### config.mk
export PLATFORM = sky130hd
export DESIGN_NAME = hbus_subsystem_top
export DESIGN_NICKNAME = d
export VERILOG_FILES = /design/src/source/hbus_pkg.sv /design/src/source/hbus_req_dispatch.sv /design/src/source/hbus_channel_ctrl.sv /design/src/source/hbus_rsp_merge.sv /design/src/source/hbus_subsystem_top.sv
export SDC_FILE = /design/constraint.sdc
export NUM_CORES = 1
export LEC_CHECK = 0
export BUFFER_PORTS_ARGS = -buffer_cell sky130_fd_sc_hd__buf_2
export CAP_MARGIN = 10
export CELL_PAD_IN_SITES_DETAIL_PLACEMENT = 2
export CELL_PAD_IN_SITES_GLOBAL_PLACEMENT = 2
export CORE_ASPECT_RATIO = 0.7
export CORE_MARGIN = 4
export CORE_UTILIZATION = 30
export CTS_CLUSTER_SIZE = 10
export DETAILED_ROUTE_END_ITERATION = 7
export GPL_TIMING_DRIVEN = 0
export MAX_ROUTING_LAYER = met4
export PLACE_DENSITY = 0.63
export SYNTH_ARGS = -nofsm -noshare
export SYNTH_HDL_FRONTEND = slang
export SYNTH_SLANG_ARGS = --single-unit
export TNS_END_PERCENT = 1
### constraint.sdc
create_clock -name clk -period 7.85 [get_ports clk]
set_input_delay 0.3925 -clock clk [delete_from_list [all_inputs] [get_ports clk]]
set_output_delay 0.3925 -clock clk [all_outputs]
set_load 0.02 [all_outputs]
### src/source/hbus_pkg.sv
// Shared constants, vector types, controller states and bus structs
package hbus_pkg;

    // Subsystem geometry
    localparam int NUM_CHAN = 2;
    localparam int CHAN_SEL_BIT = 24;

    // Protocol timing in clk cycles
    localparam int TACC_COUNT = 5;
    localparam int RESET_COUNT = 4;
    localparam int TIMEOUT_COUNT = 32;

    // Longest read burst and read FIFO depth
    localparam int MAX_BURST = 16;

    // Shared controller counter must hold the timeout and the doubled latency
    localparam int CNT_W = $clog2(TIMEOUT_COUNT + 2 * TACC_COUNT);
    localparam int PTR_W = $clog2(MAX_BURST);
    localparam int FILL_W = $clog2(MAX_BURST + 1);

    typedef logic [31:0] addr_t;
    typedef logic [15:0] word_t;
    typedef logic [4:0] len_t;
    typedef logic [0:0] chan_t;
    typedef logic [CNT_W-1:0] cnt_t;
    typedef logic [PTR_W-1:0] ptr_t;
    typedef logic [FILL_W-1:0] fill_t;

    typedef enum logic [2:0] {
        RESET,
        IDLE,
        COMMAND,
        LATENCY,
        READ,
        WRITE,
        ERROR
    } ctrl_state_e;

    typedef struct packed {
        logic  write;
        logic  reg_space;
        addr_t addr;
        len_t  len;
        word_t wdata;
    } hbus_req_t;

    typedef struct packed {
        chan_t chan;
        word_t data;
    } hbus_rsp_t;

    // Pins driven by the controller
    typedef struct packed {
        logic       ck;
        logic       csn;
        logic       rstn;
        word_t      dq;
        logic       dq_oe;
        logic [1:0] rwds;
        logic       rwds_oe;
    } hbus_pins_o_t;

    // Pins driven by the device
    typedef struct packed {
        word_t dq;
        logic  rwds;
    } hbus_pins_i_t;

endpackage

### src/source/hbus_req_dispatch.sv
// Request dispatcher that steers each request to a channel by address bit
`timescale 1ns/1ps

module hbus_req_dispatch (
    input  logic                          clk,
    input  logic                          rst,
    input  hbus_pkg::hbus_req_t           req_i,
    input  logic                          req_valid_i,
    input  logic [hbus_pkg::NUM_CHAN-1:0] chan_ready_i,
    output logic                          req_ready_o,
    output hbus_pkg::hbus_req_t           chan_req_o,
    output logic [hbus_pkg::NUM_CHAN-1:0] chan_valid_o
);

    hbus_pkg::chan_t sel;

    // Target channel comes straight from the address
    assign sel = req_i.addr[hbus_pkg::CHAN_SEL_BIT];

    // All channels see the payload, only the selected one sees valid
    assign chan_req_o = req_i;

    always_comb begin
        for (int c = 0; c < hbus_pkg::NUM_CHAN; c++) begin
            chan_valid_o[c] = req_valid_i && (sel == hbus_pkg::chan_t'(c));
        end
    end

    // Ready follows the selected channel without a register stage
    assign req_ready_o = chan_ready_i[sel];

    // A request never reaches two controllers at once
    a_one_chan_valid: assert property (
        @(posedge clk) disable iff (rst)
        $onehot0(chan_valid_o)
    ) else $error("more than one channel valid");

endmodule

### src/source/hbus_channel_ctrl.sv
// HyperBus protocol engine for one channel with reset, command, latency and data phases
`timescale 1ns/1ps

module hbus_channel_ctrl (
    input  logic                   clk,
    input  logic                   rst,
    input  hbus_pkg::hbus_req_t    req_i,
    input  logic                   req_valid_i,
    input  logic                   space_i,
    input  hbus_pkg::hbus_pins_i_t pins_i,
    output logic                   req_ready_o,
    output hbus_pkg::hbus_pins_o_t pins_o,
    output hbus_pkg::word_t        rd_word_o,
    output logic                   rd_valid_o,
    output logic                   error_o
);

    hbus_pkg::ctrl_state_e state_q;
    hbus_pkg::cnt_t        cnt_q;
    hbus_pkg::len_t        left_q;
    logic                  write_q;
    hbus_pkg::word_t       wdata_q;
    logic [47:0]           ca_q;
    logic [47:0]           ca_init;
    logic                  accept;
    logic                  bus_active;
    logic                  strobe;
    logic                  timeout;

    // Reads also need an empty FIFO with no word still on its way into it
    assign req_ready_o = (state_q == hbus_pkg::IDLE) &&
                         (req_i.write || (space_i && !rd_valid_o));
    assign accept = req_valid_i && req_ready_o;

    // Command/address word for the incoming request, always a linear burst
    assign ca_init = {~req_i.write, req_i.reg_space, 1'b1, req_i.addr[31:3],
                      13'd0, req_i.addr[2:0]};

    assign bus_active = state_q inside {hbus_pkg::COMMAND, hbus_pkg::LATENCY,
                                        hbus_pkg::READ, hbus_pkg::WRITE};

    assign strobe = (state_q == hbus_pkg::READ) && pins_i.rwds;
    assign timeout = (state_q == hbus_pkg::READ) && !pins_i.rwds && (cnt_q == '0);
    assign error_o = (state_q == hbus_pkg::ERROR);

    always_ff @(posedge clk or posedge rst) begin
        if (rst) begin
            state_q <= hbus_pkg::RESET;
            cnt_q <= hbus_pkg::cnt_t'(hbus_pkg::RESET_COUNT - 1);
            left_q <= '0;
            write_q <= 1'b0;
            rd_valid_o <= 1'b0;
        end else begin
            rd_valid_o <= strobe;
            case (state_q)
                hbus_pkg::RESET: begin
                    if (cnt_q == '0) begin
                        state_q <= hbus_pkg::IDLE;
                    end else begin
                        cnt_q <= cnt_q - 1'b1;
                    end
                end
                hbus_pkg::IDLE: begin
                    if (accept) begin
                        left_q <= req_i.len;
                        write_q <= req_i.write;
                        // Three command beats
                        cnt_q <= hbus_pkg::cnt_t'(2);
                        state_q <= hbus_pkg::COMMAND;
                    end
                end
                hbus_pkg::COMMAND: begin
                    if (cnt_q == '0) begin
                        // Device asks for double latency by holding RWDS high
                        if (pins_i.rwds) begin
                            cnt_q <= hbus_pkg::cnt_t'(2 * hbus_pkg::TACC_COUNT - 1);
                        end else begin
                            cnt_q <= hbus_pkg::cnt_t'(hbus_pkg::TACC_COUNT - 1);
                        end
                        state_q <= hbus_pkg::LATENCY;
                    end else begin
                        cnt_q <= cnt_q - 1'b1;
                    end
                end
                hbus_pkg::LATENCY: begin
                    if (cnt_q == '0) begin
                        if (write_q) begin
                            state_q <= hbus_pkg::WRITE;
                        end else begin
                            cnt_q <= hbus_pkg::cnt_t'(hbus_pkg::TIMEOUT_COUNT - 1);
                            state_q <= hbus_pkg::READ;
                        end
                    end else begin
                        cnt_q <= cnt_q - 1'b1;
                    end
                end
                hbus_pkg::READ: begin
                    if (strobe) begin
                        // Each strobe restarts the timeout window
                        cnt_q <= hbus_pkg::cnt_t'(hbus_pkg::TIMEOUT_COUNT - 1);
                        left_q <= left_q - 1'b1;
                        if (left_q == hbus_pkg::len_t'(1)) begin
                            state_q <= hbus_pkg::IDLE;
                        end
                    end else if (timeout) begin
                        state_q <= hbus_pkg::ERROR;
                    end else begin
                        cnt_q <= cnt_q - 1'b1;
                    end
                end
                hbus_pkg::WRITE: begin
                    state_q <= hbus_pkg::IDLE;
                end
                hbus_pkg::ERROR: begin
                    // Held until reset
                    state_q <= hbus_pkg::ERROR;
                end
                default: begin
                    state_q <= hbus_pkg::ERROR;
                end
            endcase
        end
    end

    always_ff @(posedge clk) begin
        if (accept) begin
            ca_q <= ca_init;
            wdata_q <= req_i.wdata;
        end else if (state_q == hbus_pkg::COMMAND) begin
            ca_q <= ca_q << 16;
        end
        if (strobe) begin
            rd_word_o <= pins_i.dq;
        end
    end

    // Pin decode, bus clock runs only while the device is selected
    always_comb begin
        pins_o = '0;
        pins_o.ck = clk & bus_active;
        pins_o.csn = !bus_active;
        pins_o.rstn = (state_q != hbus_pkg::RESET);
        case (state_q)
            hbus_pkg::COMMAND: begin
                pins_o.dq = ca_q[47:32];
                pins_o.dq_oe = 1'b1;
            end
            hbus_pkg::WRITE: begin
                pins_o.dq = wdata_q;
                pins_o.dq_oe = 1'b1;
                // No byte masked
                pins_o.rwds = 2'b00;
                pins_o.rwds_oe = 1'b1;
            end
            default: begin
            end
        endcase
    end

    // Device owns DQ for the whole read phase
    a_no_dq_drive_in_read: assert property (
        @(posedge clk) disable iff (rst)
        (state_q == hbus_pkg::READ) |-> !pins_o.dq_oe
    ) else $error("dq driven during read");

    a_csn_high_when_idle: assert property (
        @(posedge clk) disable iff (rst)
        (state_q inside {hbus_pkg::RESET, hbus_pkg::IDLE, hbus_pkg::ERROR}) |-> pins_o.csn
    ) else $error("csn low outside a transaction");

endmodule

### src/source/hbus_rsp_merge.sv
// Per-channel read FIFOs and round-robin merge onto the response stream
`timescale 1ns/1ps

module hbus_rsp_merge (
    input  logic                          clk,
    input  logic                          rst,
    input  hbus_pkg::word_t               rd_word_i [hbus_pkg::NUM_CHAN],
    input  logic [hbus_pkg::NUM_CHAN-1:0] rd_valid_i,
    input  logic                          rsp_ready_i,
    output logic [hbus_pkg::NUM_CHAN-1:0] space_o,
    output hbus_pkg::hbus_rsp_t           rsp_o,
    output logic                          rsp_valid_o
);

    hbus_pkg::word_t               head [hbus_pkg::NUM_CHAN];
    logic [hbus_pkg::NUM_CHAN-1:0] empty;
    hbus_pkg::chan_t               last_q;
    hbus_pkg::chan_t               next;
    hbus_pkg::chan_t               sel;
    logic                          pop_any;

    // Prefer the channel not served last, fall back to the last one
    assign next = last_q + 1'b1;
    assign sel = empty[next] ? last_q : next;

    assign rsp_valid_o = !(&empty);
    assign rsp_o.chan = sel;
    assign rsp_o.data = head[sel];
    assign pop_any = rsp_valid_o && rsp_ready_i;

    always_ff @(posedge clk or posedge rst) begin
        if (rst) begin
            last_q <= '0;
        end else if (pop_any) begin
            last_q <= sel;
        end
    end

    for (genvar g = 0; g < hbus_pkg::NUM_CHAN; g++) begin : g_fifo
        hbus_pkg::word_t mem [hbus_pkg::MAX_BURST];
        hbus_pkg::ptr_t  wr_ptr_q;
        hbus_pkg::ptr_t  rd_ptr_q;
        hbus_pkg::fill_t fill_q;
        logic            push;
        logic            pop;

        assign push = rd_valid_i[g];
        assign pop = pop_any && (sel == hbus_pkg::chan_t'(g));

        always_ff @(posedge clk or posedge rst) begin
            if (rst) begin
                wr_ptr_q <= '0;
                rd_ptr_q <= '0;
                fill_q <= '0;
            end else begin
                if (push) begin
                    wr_ptr_q <= wr_ptr_q + 1'b1;
                end
                if (pop) begin
                    rd_ptr_q <= rd_ptr_q + 1'b1;
                end
                fill_q <= fill_q + hbus_pkg::fill_t'(push) - hbus_pkg::fill_t'(pop);
            end
        end

        always_ff @(posedge clk) begin
            if (push) begin
                mem[wr_ptr_q] <= rd_word_i[g];
            end
        end

        assign head[g] = mem[rd_ptr_q];
        assign empty[g] = (fill_q == '0);
        // Only an empty FIFO is sure to hold a full burst
        assign space_o[g] = empty[g];

        // Controller has no ready, so the space rule must prevent overflow
        a_no_write_when_full: assert property (
            @(posedge clk) disable iff (rst)
            push |-> (fill_q != hbus_pkg::fill_t'(hbus_pkg::MAX_BURST))
        ) else $error("read FIFO written while full");
    end

endmodule

### src/source/hbus_subsystem_top.sv
// Two-channel HyperBus subsystem with dispatcher, channel controllers and merger
`timescale 1ns/1ps

module hbus_subsystem_top (
    input  logic                          clk,
    input  logic                          rst,
    input  hbus_pkg::hbus_req_t           req_i,
    input  logic                          req_valid_i,
    input  logic                          rsp_ready_i,
    input  hbus_pkg::hbus_pins_i_t        pins_i [hbus_pkg::NUM_CHAN],
    output logic                          req_ready_o,
    output hbus_pkg::hbus_rsp_t           rsp_o,
    output logic                          rsp_valid_o,
    output logic [hbus_pkg::NUM_CHAN-1:0] error_o,
    output hbus_pkg::hbus_pins_o_t        pins_o [hbus_pkg::NUM_CHAN]
);

    hbus_pkg::hbus_req_t           chan_req;
    logic [hbus_pkg::NUM_CHAN-1:0] chan_valid;
    logic [hbus_pkg::NUM_CHAN-1:0] chan_ready;
    logic [hbus_pkg::NUM_CHAN-1:0] space;
    logic [hbus_pkg::NUM_CHAN-1:0] rd_valid;
    hbus_pkg::word_t               rd_word [hbus_pkg::NUM_CHAN];

    hbus_req_dispatch i_dispatch (
        .clk          (clk),
        .rst          (rst),
        .req_i        (req_i),
        .req_valid_i  (req_valid_i),
        .chan_ready_i (chan_ready),
        .req_ready_o  (req_ready_o),
        .chan_req_o   (chan_req),
        .chan_valid_o (chan_valid)
    );

    for (genvar g = 0; g < hbus_pkg::NUM_CHAN; g++) begin : g_chan
        hbus_channel_ctrl i_ctrl (
            .clk         (clk),
            .rst         (rst),
            .req_i       (chan_req),
            .req_valid_i (chan_valid[g]),
            .space_i     (space[g]),
            .pins_i      (pins_i[g]),
            .req_ready_o (chan_ready[g]),
            .pins_o      (pins_o[g]),
            .rd_word_o   (rd_word[g]),
            .rd_valid_o  (rd_valid[g]),
            .error_o     (error_o[g])
        );
    end

    hbus_rsp_merge i_merge (
        .clk         (clk),
        .rst         (rst),
        .rd_word_i   (rd_word),
        .rd_valid_i  (rd_valid),
        .rsp_ready_i (rsp_ready_i),
        .space_o     (space),
        .rsp_o       (rsp_o),
        .rsp_valid_o (rsp_valid_o)
    );

endmodule

Word level (Yosys, flattened, before mapping)
Memories as Yosys holds them, arrays and structs flattened.
Cells that the tools add are included.
{"block": "classes", "order_cmp": 3, "eq_ne": 34, "muxes": 62, "n_reduce_logical": 51, "n_addsub": 13, "bitwise": 6}
{"cell": "48-bit 2-to-1 mux", "n": 4}
{"cell": "6-bit 2-to-1 mux", "n": 14}
{"cell": "17-bit one-hot mux with 2 select lines", "n": 2}
{"cell": "6-bit one-hot mux with 5 select lines", "n": 2}
{"cell": "16-bit 2-to-1 mux", "n": 3}
{"cell": "3-bit 2-to-1 mux", "n": 14}
{"cell": "3-bit one-hot mux with 6 select lines", "n": 2}
{"cell": "5-bit 2-to-1 mux", "n": 4}
{"cell": "5-bit one-hot mux with 2 select lines", "n": 2}
{"cell": "3-bit == test (second input constant)", "n": 6}
{"cell": "1-bit logical AND", "n": 17}
{"cell": "4-bit by 1-bit adder with 4-bit output (second input constant)", "n": 4}
{"cell": "2-bit by 1-bit != test with 1-bit output (second input constant)", "n": 8}
{"cell": "1-bit 2-to-1 mux", "n": 13}
{"cell": "3-bit by 2-bit == test with 1-bit output (second input constant)", "n": 4}
{"cell": "6-bit logical NOT", "n": 2}
{"cell": "3-bit != test (second input constant)", "n": 4}
{"cell": "6-bit AND reduction", "n": 2}
{"cell": "6-bit by 1-bit subtractor with 6-bit output (second input constant)", "n": 2}
{"cell": "5-bit by 1-bit adder with 5-bit output", "n": 2}
{"cell": "5-bit by 1-bit == test with 1-bit output (second input constant)", "n": 2}
{"cell": "5-bit logical NOT", "n": 2}
{"cell": "5-bit AND reduction", "n": 2}
{"cell": "5-bit nonzero test", "n": 2}
{"cell": "21 further kinds", "n": 50}
{"block": "totals", "ff_bits": 193, "memories": 2, "in_bits": 93, "ram_bits": 512}
{"memory": "i_merge.g_fifo[0].mem", "depth": 16, "width": 16, "rd": 1, "rd_ports_with_merged_regs": 0, "wr": 1, "line_no": "hbus_rsp_merge.sv:40", "rtl": "hbus_pkg::word_t mem [hbus_pkg::MAX_BURST];"}
{"memory": "i_merge.g_fifo[1].mem", "depth": 16, "width": 16, "rd": 1, "rd_ports_with_merged_regs": 0, "wr": 1, "line_no": "hbus_rsp_merge.sv:40"}

Logic depth before layout (Yosys ltp)
Gate-level depths: netlist of run 1.
{"block": "logic_depth", "word_depth": 8, "depth_mapped": 14, "depth_no_buf": 13}

Cells and area by module
From an unflattened synthesis of run 1, not the netlist that was laid out.
{"block": "unflattened", "cells_unflattened": 1662, "area_unflattened_um2": 29266.8}
{"mod": "hbus_rsp_merge", "instances": 1, "area_per_inst_um2": 21398.0, "cells_each": 1030, "seq_area_each_um2": 16050.4}
{"mod": "hbus_channel_ctrl", "instances": 2, "area_per_inst_um2": 3712.3, "cells_each": 287, "seq_area_each_um2": 2404.8}
{"mod": "hbus_req_dispatch", "instances": 1, "area_per_inst_um2": 444.2, "cells_each": 58, "seq_area_each_um2": 0.0}

==> results.sh, run 1 <==
export IMPL_nets=2041
export IMPL_crit_arrival_ps=4470
export IMPL_port_buffers=154
export IMPL_syn_area_per_cell_sq_um=18.1
export IMPL_power_density_nw_per_um2=322
export IMPL_cts_setup_buffers=0
export IMPL_ys_types=75
export IMPL_synthArstFlopShare=0.0837
export IMPL_syn_area_sq_um=28600
export IMPL_worstPathCellList="clkbuf_16 > clkbuf_16 > nor2b_1 > buf_2"
export IMPL_cts_resized_gates=0
export IMPL_synth_top_cells_by_count="edfxtp_1, mux4_2, a22o_1"
export IMPL_grt_max_degree=39
export IMPL_io_pins=160
export IMPL_hold_viol=0
export IMPL_area_growth_pct=20.1
export IMPL_critPathCapture="pins_o[22]"
export IMPL_rsz0062_at_grt="no"
export IMPL_synth_ff_type="edfxtp_1"
export IMPL_gp_congestion=0.768
export IMPL_num_rows=94
export IMPL_antenna_left=0
export IMPL_die_h_um=267
export IMPL_drive_above_1_share=0.223
export IMPL_path_class="clk -> out"
export IMPL_track_usage=0.163
export IMPL_synth_edff_count=644
export IMPL_drc=0
export IMPL_cp_max_fo=2
export IMPL_multi_input_area_sq_um=7220
export IMPL_antenna_found_initial=9
export IMPL_slowest_delay_ps=170
export IMPL_maxSlewViolCount=0
export IMPL_dp_hpwl_um=53400
export IMPL_die_w_um=377
export IMPL_leakage_nw=11.7
export IMPL_synth_top_area_cell="edfxtp_1"
export IMPL_setup_violations=0
export IMPL_cts_tree="done"
export IMPL_grt_pass1_vias=18100
export IMPL_syn_inst=1582
export IMPL_reg2reg_depth=13
export IMPL_regToRegEndpoint="i_merge.g_fifo[1].fill_q[4]$_DFF_PP0_"
export IMPL_startpoint="clk"
export IMPL_reg2reg_from="i_merge.g_fifo[0].fill_q[3]$_DFF_PP0_"
export IMPL_vdd_ir_drop_max_uv=163
export IMPL_clock_latency_ps=750
export IMPL_die_area_sq_um=101000
export IMPL_end_kind="output port"
export IMPL_crit_slowest_cell="buf_2"
export IMPL_coreArea_sq_um=94300
export IMPL_start_util=0.304
export IMPL_startpoint_type="clock port"
export IMPL_synth_top_cells_by_area="edfxtp_1, mux4_2, dfrtp_1"
export IMPL_viasPerCell=4.98
export IMPL_r2r_slack_ps=4390
export IMPL_wl_per_cell_um=24.6
export IMPL_synth_ff_latch_count=705
export IMPL_cpMostUsedCell="clkbuf_16"
export IMPL_clk_pin_slew_ps=60
export IMPL_yosysTopAreaCellShare=0.675
export IMPL_tightest_slew_ps=1210
export IMPL_hold_path_class="in -> reg"
export IMPL_tns_ps=0
export IMPL_grt_overflow=0
export IMPL_ys_warn_count=0
export IMPL_finalNonFillerCells=3216
export IMPL_slew_headroom=0.195
export IMPL_drt_iter0_markers=1398
export IMPL_dp_cells=2989
export IMPL_wl_um=79100
export IMPL_status="complete, no violations"
export IMPL_cp_required_ps=7460
export IMPL_cap_violations=0
export IMPL_grt_pass1_wl_um=120000
export IMPL_nFillCells=9332
export IMPL_final_seq_area_sq_um=20900
export IMPL_firstDrtPassIters=5
export IMPL_vias=16000
export IMPL_fin_skew_ps=36.4
export IMPL_synth_most_common_cell="edfxtp_1"
export IMPL_yosysSeqAreaShare=0.728
## sequential cells by signal, indices dropped and copies added (netlist names), 2 cells and up
register                  cells
i_merge.g_fifo.mem          512
g_chan.i_ctrl.wdata_q        32
g_chan.i_ctrl.left_q         10
g_chan.i_ctrl.state_q         6
i_merge.g_fifo.rd_ptr_q       8
g_chan.i_ctrl.write_q         2
i_merge.g_fifo.wr_ptr_q       8
g_chan.i_ctrl.rd_word_o      32
g_chan.i_ctrl.rd_valid_o      2
g_chan.i_ctrl.cnt_q          12
g_chan.i_ctrl.ca_q           70
i_merge.g_fifo.fill_q        10
## metrics by stage
stage | power, mW | hold WS (ps) | cell area [sq um] | setup slack, ps | utilization
5_1_grt | 11.6 | 22.7 | 34400 | 2980 | 0.365
6_report | 11.1 | 46.4 | 34400 | 2990 | 0.365
3_3_place_gp | 7.41 | 435 | 31000 | 3270 | 0.329
2_1_floorplan | 6.42 | 428 | 28700 | 3360 | -
4_1_cts | 11.2 | 7.77 | 34400 | 2990 | 0.365
3_5_place_dp | 7.50 | 407 | 31000 | 3270 | 0.329
## cells in the final DEF (no fill, tap or decap), types with 55 or more instances in the layout
master	count
a22o_1	85
and2_1	68
buf_2	175
clkbuf_16	87
nor2_1	55
nand2_1	56
clkbuf_1	96
dfrtp_1	55
dlygate4sd3_1	87
mux4_2	128
edfxtp_1	644
## per-layer routing
| metal | GRT usage | part of all wire | vias up |
|---|---|---|---|
| met4 | 0.0452 | 0.024 | 0 |
| met1 | 0.224 | 0.46 | 8570 |
| li1 | - | - | 6984 |
| met2 | 0.248 | 0.47 | 338 |
| met3 | 0.0302 | 0.046 | 123 |
| met5 | - | 0 | - |
## how the worst min path moves through the flow
stage / cells after the start / to / slack [ps] / from
2_1_floorplan: 1 / g_chan[0].i_ctrl.ca_q[45]$_SDFFE_PP1P_ / 430 / g_chan[0].i_ctrl.ca_q[29]$_DFFE_PP_
3_3_place_gp: 1 / g_chan[0].i_ctrl.ca_q[45]$_SDFFE_PP1P_ / 430 / g_chan[0].i_ctrl.ca_q[29]$_DFFE_PP_
3_5_place_dp: 2 / g_chan[1].i_ctrl.left_q[2]$_DFFE_PP0P_ / 410 / rst
4_1_cts: 3 / g_chan[1].i_ctrl.left_q[0]$_DFFE_PP0P_ / 8 / req_i[16]
5_1_grt: 3 / g_chan[1].i_ctrl.left_q[0]$_DFFE_PP0P_ / 20 / req_i[16]
6_report: 3 / g_chan[1].i_ctrl.left_q[0]$_DFFE_PP0P_ / 50 / req_i[16]
## power by group
part	switching [mW]	internal (mW)
Sequential	0.100	4.25
Clock	1.56	2.10
Combinational	1.81	1.25
## critical path, delay by kind of cell
family / cells / cell delay, ps
buffers and inverters: 3 / 430
AND/OR/NAND/NOR: 1 / 120
## what timing repair did
action / CTS / global route
hold endpoints to repair: 189 / 0
endpoints found under the setup margin: 0 / 0
hold buffers: 87 / 0
## kinds of logic (layout without fill, tap and decap cells)
kind of cell	count (synthesis)	count (layout)	share of synthesized area
flip-flops	705	705	0.728
AND/OR/NAND/NOR	281	281	0.0522
multiplexers	167	167	0.115
XOR/XNOR	25	25	0.00764
buffers and inverters	135	515	0.0203
adder cells (fa/ha/maj)	33	33	0.0148
AO/OA/AOI/OAI	235	235	0.0622
other	1	7	0.000131
## final cells by class
cell class	count	share of cell area
well taps	1248	0.0454
clock inverters	11	0.00455
diodes	3	0.000218
multi-input cells	745	0.210
flip-flops and latches	705	0.606
clock buffers	128	0.0681
plain buffers	98	0.0129
repair buffers	241	0.0485
inverters	37	0.00411
Power figures use the tool's default switching activity.
==> inputs of run 2 (changes only) <==
PLACE_DENSITY = 0.65   (was 0.63)
clock period = 3.9 ns   (was 7.85 ns; I/O delays follow)
==> run 2 against run 1 <==
Net effect: cell count increased by 0.12%; global-route usage is 0.10 points lower; clock skew is 0.71 ps higher; sequential power is 100% higher.
==> results.sh, run 2 (same netlist as run 1, synthesis figures left out) <==
export IMPL_worstPathCellList="clkbuf_1 > buf_1 > mux4_2 > a22o_1 > o31a_1 > buf_2"
export IMPL_cap_violations=0
export IMPL_num_rows=94
export IMPL_power_density_nw_per_um2=642
export IMPL_dp_cells=2990
export IMPL_cts_setup_buffers=0
export IMPL_r2r_slack_ps=370
export IMPL_max_freq_mhz=264
export IMPL_most_common_layout_cells="edfxtp_1, buf_2, mux4_2, dlygate4sd3_1, clkbuf_1"
export IMPL_final_common_cell="edfxtp_1"
export IMPL_crit_arrival_ps=3600
export IMPL_fin_util=0.365
export IMPL_totalPowerFinal_mw=22.1
export IMPL_crit_slowest_cell="buf_1"
export IMPL_tightest_slew_ps=1190
export IMPL_die_w_um=377
export IMPL_track_usage=0.162
export IMPL_maxSlewViolCount=0
export IMPL_fin_skew_ps=37.1
export IMPL_gp_congestion=0.780
export IMPL_finalNonFillerCells=3220
export IMPL_area_growth_pct=20.3
export IMPL_path_class="reg -> out"
export IMPL_firstDrtPassIters=5
export IMPL_vias=16000
export IMPL_io_pins=160
export IMPL_clock_latency_ps=740
export IMPL_cts_tree="done"
export IMPL_holdWs_ps=89.0
export IMPL_drive_above_1_share=0.228
export IMPL_hold_viol=0
export IMPL_startpoint_type="flip-flop"
export IMPL_wl_per_cell_um=24.4
export IMPL_dp_hpwl_um=53100
export IMPL_antenna_found_initial=5
export IMPL_port_buffers=154
export IMPL_slew_headroom=0.209
export IMPL_setup_violations=0
export IMPL_fin_crit_sh=0.972
export IMPL_regMostFlops="i_merge.g_fifo.mem"
export IMPL_end_kind="output port"
export IMPL_dpl_cell_area_sq_um=31100
export IMPL_grt_pass1_vias=18000
export IMPL_setup_ws_ps=109
export IMPL_die_h_um=267
export IMPL_clk_pin_slew_ps=60
export IMPL_largest_reg_flops=512
export IMPL_leakage_nw=11.8
export IMPL_final_area_sq_um=34500
export IMPL_grt_overflow=0
export IMPL_hold_path_class="in -> reg"
export IMPL_rsz0062_at_grt="yes"
export IMPL_cp_required_ps=3700
export IMPL_status="complete, no violations"
export IMPL_slowest_delay_ps=710
export IMPL_cp_max_fo=10
export IMPL_viasPerCell=4.96
export IMPL_grt_max_degree=50
export IMPL_drt_iter0_markers=1372
export IMPL_vdd_ir_drop_max_uv=347
export IMPL_drc=0
export IMPL_nets=2045
export IMPL_pre_cts_slack_ps=250
export IMPL_grt_pass1_wl_um=119000
export IMPL_top_regs="i_merge.g_fifo.mem x512, g_chan.i_ctrl.ca_q x70"
export IMPL_start_util=0.304
export IMPL_wl_um=78500
export IMPL_layout_min_cycle_time_ps=3790
export IMPL_coreArea_sq_um=94300
export IMPL_antenna_left=0
export IMPL_tns_ps=0
export IMPL_die_area_sq_um=101000
run 2: changes by cell type in the layout (fill, tap and decap cells not counted), sizes merged:
cell	before	now
clkinv	7	11
bufinv	1	0
dlygate4sd3	87	91
inv	40	36
buf	195	196
run 2: cell type report:
cell class                 count  area (sq um)
antenna                        3          7.51
buffer                        98           459
clock buffer                 128          2310
clock inverter                10           173
fill                        9369         59900
inverter                      37           141
multi-input combinational    745          7240
sequential                   705         20900
tap                         1248          1560
timing repair buffer         246          1720
run 2: path summary, 6_finish.rpt:
path / from / to / cells past startpoint
setup / recovery: i_merge.g_fifo[0].rd_ptr_q[2]$_DFFE_PP0P_ / rsp_o[8] / 6
hold / removal: pins_i[17] / g_chan[0].i_ctrl.rd_valid_o$_DFF_PP0_ / 3
setup reg to reg: i_merge.g_fifo[1].fill_q[3]$_DFF_PP0_ / i_merge.g_fifo[0].fill_q[4]$_DFF_PP0_ / 13
hold reg to reg: g_chan[0].i_ctrl.ca_q[29]$_DFFE_PP_ / g_chan[0].i_ctrl.ca_q[45]$_SDFFE_PP1P_ / 1
max in group asynchronous: rst / g_chan[1].i_ctrl.cnt_q[1]$_DFFE_PP1P_ / 5
min in group asynchronous: rst / g_chan[0].i_ctrl.state_q[2]$_DFFE_PP0P_ / 4
run 2: per-layer routing:
layer / vias to the layer above / GRT usage / part of all wire / wire (um)
met5: - / - / 0 / 0
met4: 0 / 0.0343 / 0.016 / 1260
met3: 101 / 0.0294 / 0.046 / 3580
met2: 344 / 0.254 / 0.48 / 37400
met1: 8507 / 0.221 / 0.46 / 36200
li1: 7006 / - / - / -
run 2: power by group:
part | internal [mW] | switching [mW] | total, mW
clock network | 4.10 | 3.10 | 7.21
logic | 2.54 | 3.63 | 6.17
registers | 8.55 | 0.202 | 8.76
run 2: timing repair:
action | in CTS | in global routing
hold buffers | 91 | 0
setup endpoints to repair | 16 | 22
gates cloned | 0 | 0
hold endpoints to repair | 204 | 0
resized for setup | 10 | 6
run 2: worst max-delay path: cells and delay by family, from the launching register on:
| family | cells | cell delay (ps) |
|---|---|---|
| AOI/OAI and AO/OA | 2 | 540 |
| buffers and inverters | 3 | 1520 |
| DFF | 1 | 370 |
| muxes | 1 | 410 |
